[config.mk]
export PLATFORM = sky130hd
export DESIGN_NAME = core
export DESIGN_NICKNAME = d
export VERILOG_FILES = /design/src/rv_isa_pkg.sv /design/src/core_pkg.sv /design/src/rv_decoder.sv /design/src/int_regfile.sv /design/src/alu.sv /design/src/lsu.sv /design/src/core.sv
export SDC_FILE = /design/constraint.sdc
export NUM_CORES = 2
export LEC_CHECK = 0
export BUFFER_PORTS_ARGS = -buffer_cell sky130_fd_sc_hd__buf_2
export CAP_MARGIN = 10
export CORE_ASPECT_RATIO = 0.6
export CORE_MARGIN = 1
export CORE_UTILIZATION = 41
export CTS_BUF_LIST = sky130_fd_sc_hd__clkbuf_4 sky130_fd_sc_hd__clkbuf_8
export CTS_CLUSTER_DIAMETER = 150
export DETAILED_ROUTE_END_ITERATION = 10
export PLACE_DENSITY = 0.55
export SLEW_MARGIN = 20
export SYNTH_ARGS = -nofsm -noshare
export SYNTH_HDL_FRONTEND = slang
export SYNTH_SLANG_ARGS = --single-unit
[constraint.sdc]
create_clock -name clk -period 5.5 [get_ports clk]
set_input_delay 0.825 -clock clk [delete_from_list [all_inputs] [get_ports clk]]
set_output_delay 0.825 -clock clk [all_outputs]
set_load 0.1 [all_outputs]
[src/rv_isa_pkg.sv]
`default_nettype none

package rv_isa_pkg;

	typedef logic [6:0] opcode_t;
	typedef logic [2:0] funct3_t;
	typedef logic [6:0] funct7_t;

	localparam opcode_t OP_LUI    = 7'b0110111;
	localparam opcode_t OP_AUIPC  = 7'b0010111;
	localparam opcode_t OP_JAL    = 7'b1101111;
	localparam opcode_t OP_JALR   = 7'b1100111;
	localparam opcode_t OP_BRANCH = 7'b1100011;
	localparam opcode_t OP_LOAD   = 7'b0000011;
	localparam opcode_t OP_STORE  = 7'b0100011;
	localparam opcode_t OP_IMM    = 7'b0010011;
	localparam opcode_t OP_REG    = 7'b0110011;

	localparam funct3_t F3_ADD  = 3'b000;
	localparam funct3_t F3_SLL  = 3'b001;
	localparam funct3_t F3_SLT  = 3'b010;
	localparam funct3_t F3_SLTU = 3'b011;
	localparam funct3_t F3_XOR  = 3'b100;
	localparam funct3_t F3_SR   = 3'b101; // srl and sra, split by funct7
	localparam funct3_t F3_OR   = 3'b110;
	localparam funct3_t F3_AND  = 3'b111;

	localparam funct3_t F3_BEQ  = 3'b000;
	localparam funct3_t F3_BNE  = 3'b001;
	localparam funct3_t F3_BLT  = 3'b100;
	localparam funct3_t F3_BGE  = 3'b101;
	localparam funct3_t F3_BLTU = 3'b110;
	localparam funct3_t F3_BGEU = 3'b111;

	localparam funct3_t F3_B  = 3'b000;
	localparam funct3_t F3_H  = 3'b001;
	localparam funct3_t F3_W  = 3'b010;
	localparam funct3_t F3_BU = 3'b100;
	localparam funct3_t F3_HU = 3'b101;

	localparam funct7_t F7_BASE = 7'b0000000;
	localparam funct7_t F7_ALT  = 7'b0100000; // sub, sra, srai

	typedef enum logic [5:0] {
		RV_INVALID,
		RV_LUI, RV_AUIPC, RV_JAL, RV_JALR,
		RV_BEQ, RV_BNE, RV_BLT, RV_BGE, RV_BLTU, RV_BGEU,
		RV_LB, RV_LH, RV_LW, RV_LBU, RV_LHU,
		RV_SB, RV_SH, RV_SW,
		RV_ADDI, RV_SLTI, RV_SLTIU, RV_XORI, RV_ORI, RV_ANDI,
		RV_SLLI, RV_SRLI, RV_SRAI,
		RV_ADD, RV_SUB, RV_SLL, RV_SLT, RV_SLTU,
		RV_XOR, RV_SRL, RV_SRA, RV_OR, RV_AND
	} rv_op_t;

endpackage

`default_nettype wire

[src/core_pkg.sv]
`default_nettype none

package core_pkg;

	typedef logic [31:0] word_t;
	typedef logic [4:0]  reg_idx_t;
	typedef logic [3:0]  strb_t;
	typedef logic [1:0]  byte_off_t;

	typedef enum logic [2:0] {
		S_FETCH,
		S_DECODE,
		S_EXEC,
		S_MEM,
		S_WRITE,
		S_HALT
	} ctrl_state_t;

	typedef enum logic [3:0] {
		ADD, SUB,
		SLT, SLTU,
		XOR, OR, AND,
		SLL, SRL, SRA,
		EQ, NE, LT, GE, LTU, GEU
	} alu_op_t;

	// big-endian lanes, offset 0 is the top byte
	localparam strb_t STRB_BYTE = 4'b1000; // shifted right by offset
	localparam strb_t STRB_HALF = 4'b1100;
	localparam strb_t STRB_WORD = 4'b1111;

endpackage

`default_nettype wire

[src/rv_decoder.sv]
`timescale 1ns/100ps
`default_nettype none

module rv_decoder (
	input wire clk,
	input wire core_pkg::word_t instr,
	output core_pkg::reg_idx_t rs1_idx,
	output core_pkg::reg_idx_t rs2_idx,
	output core_pkg::reg_idx_t rd_idx,
	output core_pkg::word_t imm,
	output rv_isa_pkg::rv_op_t op,
	output core_pkg::alu_op_t alu_op,
	output logic use_imm
);
	import rv_isa_pkg::*;
	import core_pkg::*;

	opcode_t opcode;
	funct3_t funct3;
	funct7_t funct7;
	logic r_type, i_type, s_type, b_type, u_type, j_type;
	rv_op_t op_d;
	alu_op_t alu_d;

	assign opcode = instr[6:0];
	assign funct3 = instr[14:12];
	assign funct7 = instr[31:25];

	// format from opcode bits 6..2
	assign r_type = (instr[6:5] == 2'b01 || instr[6:5] == 2'b10) && instr[4:2] == 3'b100;
	assign i_type = (instr[6:5] == 2'b00 && (instr[4:2] == 3'b000 || instr[4:2] == 3'b100 ||
		instr[4:2] == 3'b001)) || (instr[6:5] == 2'b11 && instr[4:2] == 3'b001);
	assign s_type = instr[6:5] == 2'b01 && (instr[4:2] == 3'b000 || instr[4:2] == 3'b001);
	assign b_type = instr[6:5] == 2'b11 && instr[4:2] == 3'b000;
	assign u_type = (instr[6:5] == 2'b01 || instr[6:5] == 2'b00) && instr[4:2] == 3'b101;
	assign j_type = instr[6:5] == 2'b11 && instr[4:2] == 3'b011;

	assign rs1_idx = (r_type | i_type | s_type | b_type) ? instr[19:15] : '0;
	assign rs2_idx = (r_type | s_type | b_type) ? instr[24:20] : '0;

	always_comb begin
		op_d = RV_INVALID;
		case (opcode)
			OP_LUI: op_d = RV_LUI;
			OP_AUIPC: op_d = RV_AUIPC;
			OP_JAL: op_d = RV_JAL;
			OP_JALR: op_d = (funct3 == 3'b000) ? RV_JALR : RV_INVALID;
			OP_BRANCH: case (funct3)
				F3_BEQ: op_d = RV_BEQ;
				F3_BNE: op_d = RV_BNE;
				F3_BLT: op_d = RV_BLT;
				F3_BGE: op_d = RV_BGE;
				F3_BLTU: op_d = RV_BLTU;
				F3_BGEU: op_d = RV_BGEU;
				default: op_d = RV_INVALID;
			endcase
			OP_LOAD: case (funct3)
				F3_B: op_d = RV_LB;
				F3_H: op_d = RV_LH;
				F3_W: op_d = RV_LW;
				F3_BU: op_d = RV_LBU;
				F3_HU: op_d = RV_LHU;
				default: op_d = RV_INVALID;
			endcase
			OP_STORE: case (funct3)
				F3_B: op_d = RV_SB;
				F3_H: op_d = RV_SH;
				F3_W: op_d = RV_SW;
				default: op_d = RV_INVALID;
			endcase
			OP_IMM: case (funct3)
				F3_ADD: op_d = RV_ADDI;
				F3_SLT: op_d = RV_SLTI;
				F3_SLTU: op_d = RV_SLTIU;
				F3_XOR: op_d = RV_XORI;
				F3_OR: op_d = RV_ORI;
				F3_AND: op_d = RV_ANDI;
				F3_SLL: op_d = (funct7 == F7_BASE) ? RV_SLLI : RV_INVALID;
				default: op_d = (funct7 == F7_BASE) ? RV_SRLI :
					(funct7 == F7_ALT) ? RV_SRAI : RV_INVALID;
			endcase
			OP_REG: if (funct7 == F7_BASE) begin
				case (funct3)
					F3_ADD: op_d = RV_ADD;
					F3_SLL: op_d = RV_SLL;
					F3_SLT: op_d = RV_SLT;
					F3_SLTU: op_d = RV_SLTU;
					F3_XOR: op_d = RV_XOR;
					F3_SR: op_d = RV_SRL;
					F3_OR: op_d = RV_OR;
					default: op_d = RV_AND;
				endcase
			end else if (funct7 == F7_ALT) begin
				case (funct3)
					F3_ADD: op_d = RV_SUB;
					F3_SR: op_d = RV_SRA;
					default: op_d = RV_INVALID;
				endcase
			end
			default: op_d = RV_INVALID;
		endcase
	end

	always_comb begin
		case (op_d)
			RV_SUB: alu_d = SUB;
			RV_SLTI, RV_SLT: alu_d = SLT;
			RV_SLTIU, RV_SLTU: alu_d = SLTU;
			RV_XORI, RV_XOR: alu_d = XOR;
			RV_ORI, RV_OR: alu_d = OR;
			RV_ANDI, RV_AND: alu_d = AND;
			RV_SLLI, RV_SLL: alu_d = SLL;
			RV_SRLI, RV_SRL: alu_d = SRL;
			RV_SRAI, RV_SRA: alu_d = SRA;
			RV_BEQ: alu_d = EQ;
			RV_BNE: alu_d = NE;
			RV_BLT: alu_d = LT;
			RV_BGE: alu_d = GE;
			RV_BLTU: alu_d = LTU;
			RV_BGEU: alu_d = GEU;
			default: alu_d = ADD; // also address and link adds
		endcase
	end

	always_ff @(posedge clk) begin
		rd_idx <= (r_type | i_type | u_type | j_type) ? instr[11:7] : '0;
		imm <= i_type ? {{21{instr[31]}}, instr[30:20]} :
			s_type ? {{21{instr[31]}}, instr[30:25], instr[11:7]} :
			b_type ? {{20{instr[31]}}, instr[7], instr[30:25], instr[11:8], 1'b0} :
			u_type ? {instr[31:12], 12'd0} :
			j_type ? {{12{instr[31]}}, instr[19:12], instr[20], instr[30:21], 1'b0} : '0;
		op <= op_d;
		alu_op <= alu_d;
		use_imm <= !(opcode == OP_REG || opcode == OP_BRANCH); // rs2 for r-type and branches
	end

endmodule

`default_nettype wire

[src/int_regfile.sv]
`timescale 1ns/100ps
`default_nettype none

module int_regfile (
	input wire clk,
	input wire rstn,
	input wire core_pkg::reg_idx_t rs1_idx,
	input wire core_pkg::reg_idx_t rs2_idx,
	output core_pkg::word_t rs1_data,
	output core_pkg::word_t rs2_data,
	input wire core_pkg::reg_idx_t rd_idx,
	input wire rd_we,
	input wire core_pkg::word_t rd_data
);
	import core_pkg::*;

	word_t regs [1:31]; // x0 has no storage

	always_ff @(posedge clk) begin
		if (!rstn) begin
			for (int i = 1; i < 32; i++) begin
				regs[i] <= '0;
			end
		end else if (rd_we && rd_idx != '0) begin
			regs[rd_idx] <= rd_data;
		end
	end

	always_ff @(posedge clk) begin
		rs1_data <= (rs1_idx == '0) ? '0 : regs[rs1_idx];
		rs2_data <= (rs2_idx == '0) ? '0 : regs[rs2_idx];
	end

endmodule

`default_nettype wire

[src/alu.sv]
`timescale 1ns/100ps
`default_nettype none

module alu (
	input wire clk,
	input wire rstn,
	input wire core_pkg::word_t src1,
	input wire core_pkg::word_t src2,
	input wire core_pkg::alu_op_t alu_op,
	output core_pkg::word_t result
);
	import core_pkg::*;

	logic [4:0] shamt;
	logic lt_s;
	logic lt_u;
	word_t result_d;

	assign shamt = src2[4:0];
	assign lt_s = $signed(src1) < $signed(src2);
	assign lt_u = src1 < src2;

	always_comb begin
		case (alu_op)
			ADD: result_d = src1 + src2;
			SUB: result_d = src1 - src2;
			SLT: result_d = {31'd0, lt_s};
			SLTU: result_d = {31'd0, lt_u};
			XOR: result_d = src1 ^ src2;
			OR: result_d = src1 | src2;
			AND: result_d = src1 & src2;
			SLL: result_d = src1 << shamt;
			SRL: result_d = src1 >> shamt;
			SRA: result_d = $signed(src1) >>> shamt;
			EQ: result_d = {31'd0, src1 == src2}; // branch compares give 0 or 1
			NE: result_d = {31'd0, src1 != src2};
			LT: result_d = {31'd0, lt_s};
			GE: result_d = {31'd0, !lt_s};
			LTU: result_d = {31'd0, lt_u};
			default: result_d = {31'd0, !lt_u}; // geu
		endcase
	end

	always_ff @(posedge clk) begin
		if (!rstn) begin
			result <= '0;
		end else begin
			result <= result_d;
		end
	end

endmodule

`default_nettype wire

[src/lsu.sv]
`timescale 1ns/100ps
`default_nettype none

module lsu (
	input wire clk,
	input wire rstn,
	input wire start,
	input wire rv_isa_pkg::rv_op_t op,
	input wire core_pkg::word_t addr,
	input wire core_pkg::word_t store_data,
	output core_pkg::word_t load_data,
	output logic done,
	output logic misaligned,
	output core_pkg::word_t araddr,
	output logic arvalid,
	input wire arready,
	input wire core_pkg::word_t rdata,
	input wire rvalid,
	output logic rready,
	output core_pkg::word_t awaddr,
	output logic awvalid,
	input wire awready,
	output core_pkg::word_t wdata,
	output core_pkg::strb_t wstrb,
	output logic wvalid,
	input wire wready,
	input wire bvalid,
	output logic bready
);
	import rv_isa_pkg::*;
	import core_pkg::*;

	typedef enum logic [2:0] {
		L_IDLE,
		L_AR,
		L_R,
		L_W,
		L_B
	} lsu_state_t;

	lsu_state_t state;
	byte_off_t off;
	logic is_store, is_half, is_word, bad_align;
	strb_t strb_d;
	word_t wdata_d;
	word_t rshift;
	word_t load_d;

	assign off = addr[1:0];
	assign is_store = op inside {RV_SB, RV_SH, RV_SW};
	assign is_half = op inside {RV_LH, RV_LHU, RV_SH};
	assign is_word = op inside {RV_LW, RV_SW};
	assign bad_align = is_word ? (off != 2'd0) : is_half ? off[0] : 1'b0;

	// store lane placement, offset 0 in bits 31..24
	always_comb begin
		case (op)
			RV_SB: begin
				strb_d = STRB_BYTE >> off;
				wdata_d = {store_data[7:0], 24'd0} >> {off, 3'b000};
			end
			RV_SH: begin
				strb_d = STRB_HALF >> off;
				wdata_d = {store_data[15:0], 16'd0} >> {off, 3'b000};
			end
			default: begin
				strb_d = STRB_WORD;
				wdata_d = store_data;
			end
		endcase
	end

	assign rshift = rdata << {off, 3'b000}; // selected lane moved to the top
	always_comb begin
		case (op)
			RV_LB: load_d = {{24{rshift[31]}}, rshift[31:24]};
			RV_LBU: load_d = {24'd0, rshift[31:24]};
			RV_LH: load_d = {{16{rshift[31]}}, rshift[31:16]};
			RV_LHU: load_d = {16'd0, rshift[31:16]};
			default: load_d = rdata;
		endcase
	end

	always_ff @(posedge clk) begin
		if (!rstn) begin
			state <= L_IDLE;
			arvalid <= 1'b0;
			rready <= 1'b0;
			awvalid <= 1'b0;
			wvalid <= 1'b0;
			bready <= 1'b0;
			done <= 1'b0;
			misaligned <= 1'b0;
		end else begin
			done <= 1'b0;
			misaligned <= 1'b0;
			case (state)
				L_IDLE: if (start) begin
					if (bad_align) begin
						done <= 1'b1; // no bus traffic
						misaligned <= 1'b1;
					end else if (is_store) begin
						awvalid <= 1'b1;
						wvalid <= 1'b1;
						state <= L_W;
					end else begin
						arvalid <= 1'b1;
						state <= L_AR;
					end
				end
				L_AR: if (arready) begin
					arvalid <= 1'b0;
					rready <= 1'b1;
					state <= L_R;
				end
				L_R: if (rvalid) begin
					rready <= 1'b0;
					done <= 1'b1;
					state <= L_IDLE;
				end
				L_W: begin
					if (awready) begin
						awvalid <= 1'b0;
					end
					if (wready) begin
						wvalid <= 1'b0;
					end
					if (!awvalid && !wvalid) begin
						bready <= 1'b1;
						state <= L_B;
					end
				end
				default: if (bvalid) begin
					bready <= 1'b0;
					done <= 1'b1;
					state <= L_IDLE;
				end
			endcase
		end
	end

	always_ff @(posedge clk) begin
		if (state == L_IDLE && start) begin
			araddr <= {addr[31:2], 2'b00};
			awaddr <= {addr[31:2], 2'b00};
			wdata <= wdata_d;
			wstrb <= strb_d;
		end
		if (state == L_R && rvalid) begin
			load_data <= load_d;
		end
	end

endmodule

`default_nettype wire

[src/core.sv]
`timescale 1ns/100ps
`default_nettype none

module core #(
	parameter core_pkg::word_t RESET_PC = '0
) (
	input wire clk,
	input wire rstn,
	output wire core_pkg::word_t araddr,
	output wire arvalid,
	input wire arready,
	input wire core_pkg::word_t rdata,
	input wire rvalid,
	output wire rready,
	output wire core_pkg::word_t awaddr,
	output wire awvalid,
	input wire awready,
	output wire core_pkg::word_t wdata,
	output wire core_pkg::strb_t wstrb,
	output wire wvalid,
	input wire wready,
	input wire bvalid,
	output wire bready,
	output wire halted
);
	import rv_isa_pkg::*;
	import core_pkg::*;

	ctrl_state_t state;
	word_t pc;
	word_t instr;
	word_t mem_addr;
	logic lsu_pend;

	reg_idx_t rs1_idx;
	reg_idx_t rs2_idx;
	reg_idx_t rd_idx;
	word_t imm;
	rv_op_t op;
	alu_op_t alu_op;
	logic use_imm;
	word_t rs1_data;
	word_t rs2_data;
	word_t alu_src2;
	word_t alu_result;
	word_t wb_data;
	word_t next_pc;
	word_t load_data;
	word_t lsu_addr;
	rv_op_t lsu_op;
	logic rd_we, lsu_start, lsu_done, lsu_misaligned;
	logic is_mem, is_store, is_branch;

	assign is_store = op inside {RV_SB, RV_SH, RV_SW};
	assign is_mem = is_store || (op inside {RV_LB, RV_LH, RV_LW, RV_LBU, RV_LHU});
	assign is_branch = op inside {RV_BEQ, RV_BNE, RV_BLT, RV_BGE, RV_BLTU, RV_BGEU};

	assign alu_src2 = use_imm ? imm : rs2_data;
	assign lsu_op = (state == S_FETCH) ? RV_LW : op; // fetch is a word load of the pc
	assign lsu_addr = (state == S_FETCH) ? pc : mem_addr;
	assign lsu_start = (state == S_FETCH || (state == S_MEM && is_mem)) && !lsu_pend;
	assign rd_we = state == S_WRITE && !is_branch && !is_store;
	assign halted = state == S_HALT;

	always_comb begin
		case (op)
			RV_LUI: wb_data = imm;
			RV_AUIPC: wb_data = pc + imm;
			RV_JAL, RV_JALR: wb_data = pc + 32'd4;
			RV_LB, RV_LH, RV_LW, RV_LBU, RV_LHU: wb_data = load_data;
			default: wb_data = alu_result;
		endcase
	end

	always_comb begin
		case (op)
			RV_JAL: next_pc = pc + imm;
			RV_JALR: next_pc = (rs1_data + imm) & ~32'd1;
			default: next_pc = (is_branch && alu_result != '0) ? pc + imm : pc + 32'd4;
		endcase
	end

	always_ff @(posedge clk) begin
		if (!rstn) begin
			state <= S_FETCH;
			pc <= RESET_PC;
			lsu_pend <= 1'b0;
		end else begin
			if (lsu_start) begin
				lsu_pend <= 1'b1;
			end else if (lsu_done) begin
				lsu_pend <= 1'b0;
			end
			case (state)
				S_FETCH: if (lsu_done) begin
					state <= lsu_misaligned ? S_HALT : S_DECODE; // odd pc from a jump
				end
				S_DECODE: state <= S_EXEC;
				S_EXEC: state <= (op == RV_INVALID) ? S_HALT : S_MEM;
				S_MEM: if (!is_mem || lsu_done) begin
					state <= lsu_misaligned ? S_HALT : S_WRITE;
				end
				S_WRITE: begin
					pc <= next_pc;
					state <= S_FETCH;
				end
				default: state <= S_HALT; // stays halted
			endcase
		end
	end

	always_ff @(posedge clk) begin
		if (state == S_FETCH && lsu_done) begin
			instr <= load_data;
		end
		if (state == S_EXEC) begin
			mem_addr <= rs1_data + imm;
		end
	end

	rv_decoder decoder_i (
		.clk(clk),
		.instr(instr),
		.rs1_idx(rs1_idx),
		.rs2_idx(rs2_idx),
		.rd_idx(rd_idx),
		.imm(imm),
		.op(op),
		.alu_op(alu_op),
		.use_imm(use_imm)
	);

	int_regfile regfile_i (
		.clk(clk),
		.rstn(rstn),
		.rs1_idx(rs1_idx),
		.rs2_idx(rs2_idx),
		.rs1_data(rs1_data),
		.rs2_data(rs2_data),
		.rd_idx(rd_idx),
		.rd_we(rd_we),
		.rd_data(wb_data)
	);

	alu alu_i (
		.clk(clk),
		.rstn(rstn),
		.src1(rs1_data),
		.src2(alu_src2),
		.alu_op(alu_op),
		.result(alu_result)
	);

	lsu lsu_i (
		.clk(clk),
		.rstn(rstn),
		.start(lsu_start),
		.op(lsu_op),
		.addr(lsu_addr),
		.store_data(rs2_data),
		.load_data(load_data),
		.done(lsu_done),
		.misaligned(lsu_misaligned),
		.araddr(araddr),
		.arvalid(arvalid),
		.arready(arready),
		.rdata(rdata),
		.rvalid(rvalid),
		.rready(rready),
		.awaddr(awaddr),
		.awvalid(awvalid),
		.awready(awready),
		.wdata(wdata),
		.wstrb(wstrb),
		.wvalid(wvalid),
		.wready(wready),
		.bvalid(bvalid),
		.bready(bready)
	);

endmodule

`default_nettype wire

==> flow_summary.toml <==
[run_status]
status = "finished, final reports clean"

[yosys]
async_flop_share_pct = 0
ys.flop_type = "edfxtp_1"
synth.cell_area_um2 = 81900
synth_area_per_cell_um2 = 9.76
ys_seq_area_share_pct = 48.1
syn_inst = 8389
ys_types = 113
yosys_register_bits = 1376
synth_edf_count = 1186
yosys_warnings = 0

[sta]
fin_setup_tns_ns = 0
slew_headroom_pct = 13.0
worst_pin_slew_ns = 1.29
fin_crit_ns = 4.90
rsz0062_at_grt = "false"
finalCritPeriodShare_pct = 89.1
finClkSkew_ns = 0.106
max_freq_mhz = 204
setup_violations = 0
slew_violations = 0
hold_violations = 0

[job]
drv_cap = 0

[worst_setup_path]
regToRegStartpoint = "decoder_i.use_imm$_DFF_P_"
endpoint_kind = "flop"
r2r_slack_ns = 0.60
cp_common_cell = "buf_4"
timing.rr.end = "alu_i.result[0]$_SDFF_PN0_"
path_delay_family = "simple AND/OR/NAND/NOR gates"
slowest_delay_ns = 1.04
crit_chain = "buf_4 -> mux2i_1 -> ha_1 -> buf_4 -> nor4_1 -> nand2_1 -> or3_1 -> or4_1 -> xnor2_1 -> a31oi_1 -> a41oi_1"
arrival_ns = 5.66
cp_max_fo = 13
endpoint = "alu_i.result[0]$_SDFF_PN0_"
critPathBufInv = 2
crit_type = "reg -> reg"
critPathLaunch = "decoder_i.use_imm$_DFF_P_"
cp.required_ns = 6.26
r2r_cells = 11
crit_path_start_kind = "flop"
path_depth = 11
cp_slowest_cell = "nor4_1"

[grt]
antenna_found_initial = 24
grt_max_degree = 131
grt_pass1_vias = 68800
grt_usage_pct = 38.8
grt_pass1_wl_um = 551000
grt_remaining_overflow = 0

[routing]
highest_layer = "met5"
vias = 76800
avgRoutedWirePerCell_um = 36.3
drt_iter0_drc = 14400
routed_wl_um = 404000
met3_wirelength_um = 74300
drcViolationCount = 0
met1_length_um = 175000
ant_nets = 0
dr.pass1.iters = 9
dr_wl_met2_um = 142000
vias_per_cell = 6.89

[clock_network]
cts_buffers = 217
cts_tree = "built"
cts_resized = 0
cts_root_buf = "clkbuf_8"
clock_latency_ns = 1.01
clock_path_buffers = 4
clkTransAtPathRegs_ns = 0.08
htree_levels = 4
post_cts_buffers = 0
cts.sinks = 1376
hold_buffers = 0

[floorplan]
die_h_um = 348
dieWidth_um = 579
start_util_pct = 41.5
pin_count = 145
core_region_area_um2 = 198000
row_count = 126
dieArea_um2 = 202000

[placed_design]
placedInstanceArea_um2 = 86500
hpwl_um = 274000
port_buffers = 140
gp_congestion = 1.06

[power]
irDropWorstVdd_uv = 653
p_per_area_nw_per_um2 = 436
power_mw = 39.6
p_leak_nw = 32.9

[layout]
fill_cells = 18600
area_delta_synth_final_pct = 10.9
finalInstanceArea_um2 = 90800
drive_gt1_share_pct = 14.6
nets = 8545

[min_path]
holdPathStages = 2
min_path_type = "in -> reg"
==> cell families after synthesis <==
group                      share of synthesized area [%]
adders and majority gates                           2.78
other                                            0.00458
xor gates and xnor gates                           0.962
muxes                                               8.61
AOI/OAI and AO/OA                                   19.9
and+or+nand+nor                                     14.4
buffers and inverters                               5.20
DFF                                                 48.1
==> metal layers <==
layer | vias to the layer above | GRT usage (%)
met1 | 38000 | 60.1
met3 | 760 | 18.1
met4 | 16 | 10.8
li1 | 31300 | -
met5 | - | 0
met2 | 6791 | 46.0
==> where the power goes <==
| group | internal, mW | leakage (nW) | switching [mW] |
|---|---|---|---|
| Clock | 4.53 | 2.25 | 4.59 |
| Sequential | 12.5 | 13.6 | 1.57 |
| Combinational | 4.07 | 17.0 | 12.3 |
| Total | 21.1 | 32.9 | 18.5 |
==> layout make-up <==
type / count / area [µm²] / area share (%)
multi-input combinational: 6046 / 39000 / 43.0
antenna: 19 / 47.5 / 0.0524
timing repair buffer: 496 / 4060 / 4.48
tap: 2624 / 3280 / 3.62
clock buffer: 302 / 3710 / 4.08
sequential: 1376 / 39400 / 43.4
clock inverter: 89 / 505 / 0.557
inverter: 190 / 728 / 0.802
==> cell usage after synthesis (46+ instances only) <==
cell | n | share of area, %
edfxtp_1 | 1186 | 43
buf_2 | 179 | 1.1
dfxtp_1 | 190 | 4.6
o21ai_0 | 366 | 2.2
ha_1 | 175 | 2.7
a221oi_1 | 66 | 0.71
buf_1 | 48 | 0.22
nand2_1 | 898 | 4.1
nor2b_1 | 61 | 0.47
o221ai_1 | 225 | 2.4
mux2i_1 | 355 | 4.3
mux4_2 | 84 | 2.3
nor3_1 | 96 | 0.59
a21o_1 | 86 | 0.79
clkbuf_1 | 526 | 2.4
buf_4 | 46 | 0.42
a211oi_1 | 141 | 1.3
and2_1 | 118 | 0.90
nor4_1 | 50 | 0.38
nor2_1 | 1204 | 5.5
nand3_1 | 152 | 0.93
xnor2_1 | 57 | 0.61
a31oi_1 | 127 | 0.97
a21oi_1 | 584 | 3.6
inv_1 | 179 | 0.82
mux2_2 | 109 | 1.5
o22ai_1 | 301 | 2.3
o31ai_1 | 53 | 0.49
==> sequential cells by signal, summed over array words and instances, names as in the netlist, 3 cells and up <==
| register | cells |
|---|---|
| alu_i.result | 32 |
| decoder_i.alu_op | 4 |
| decoder_i.imm | 32 |
| decoder_i.op | 6 |
| decoder_i.rd_idx | 5 |
| instr | 32 |
| lsu_i.araddr | 30 |
| lsu_i.load_data | 32 |
| lsu_i.state | 3 |
| lsu_i.wdata | 32 |
| lsu_i.wstrb | 4 |
| mem_addr | 32 |
| pc | 32 |
| regfile_i.regs | 1024 |
| regfile_i.rs1_data | 32 |
| regfile_i.rs2_data | 32 |
| state | 3 |
==> layout by cell type, fill, tap and decap left out, types with 86 or more instances in the layout <==
master | synthesis | routed
a211oi_1 | 141 | 141
a21o_1 | 86 | 86
a21oi_1 | 584 | 568
a31oi_1 | 127 | 125
and2_1 | 118 | 115
buf_2 | 179 | 140
buf_4 | 46 | 302
clkbuf_8 | 0 | 230
dfxtp_1 | 190 | 187
edfxtp_1 | 1186 | 1186
ha_1 | 175 | 175
inv_1 | 179 | 178
mux2_2 | 109 | 109
mux2i_1 | 355 | 352
nand2_1 | 898 | 829
nand3_1 | 152 | 151
nor2_1 | 1204 | 1199
nor3_1 | 96 | 89
o21ai_0 | 366 | 364
o221ai_1 | 225 | 225
o22ai_1 | 301 | 300
==> stage by stage <==
stage,instances,setup WS (ns),hold slack [ns],utilization (%)
floorplan,8424,1.40,0.427,-
global placement,10700,0.861,0.474,43.8
detailed placement,10700,0.959,0.466,43.8
CTS,11100,0.934,0.0220,45.9
global route,11100,0.593,0.0520,45.9
finish,11100,0.602,0.0763,46.0
==> worst min path at each step <==
stage | startpoint | to | slack (ns)
final | awready | lsu_i.awvalid$_SDFFE_PN0P_ | 0.08
after global routing | awready | lsu_i.awvalid$_SDFFE_PN0P_ | 0.05
after CTS | awready | lsu_i.awvalid$_SDFFE_PN0P_ | 0.02
after detailed placement | instr[9]$_DFFE_PP_ | decoder_i.rd_idx[2]$_SDFF_PN0_ | 0.47
after global placement | instr[9]$_DFFE_PP_ | decoder_i.rd_idx[2]$_SDFF_PN0_ | 0.47
after floorplan | lsu_i.load_data[0]$_DFFE_PP_ | instr[0]$_DFFE_PP_ | 0.43
Note: power is estimated with default switching activity, not from simulation.
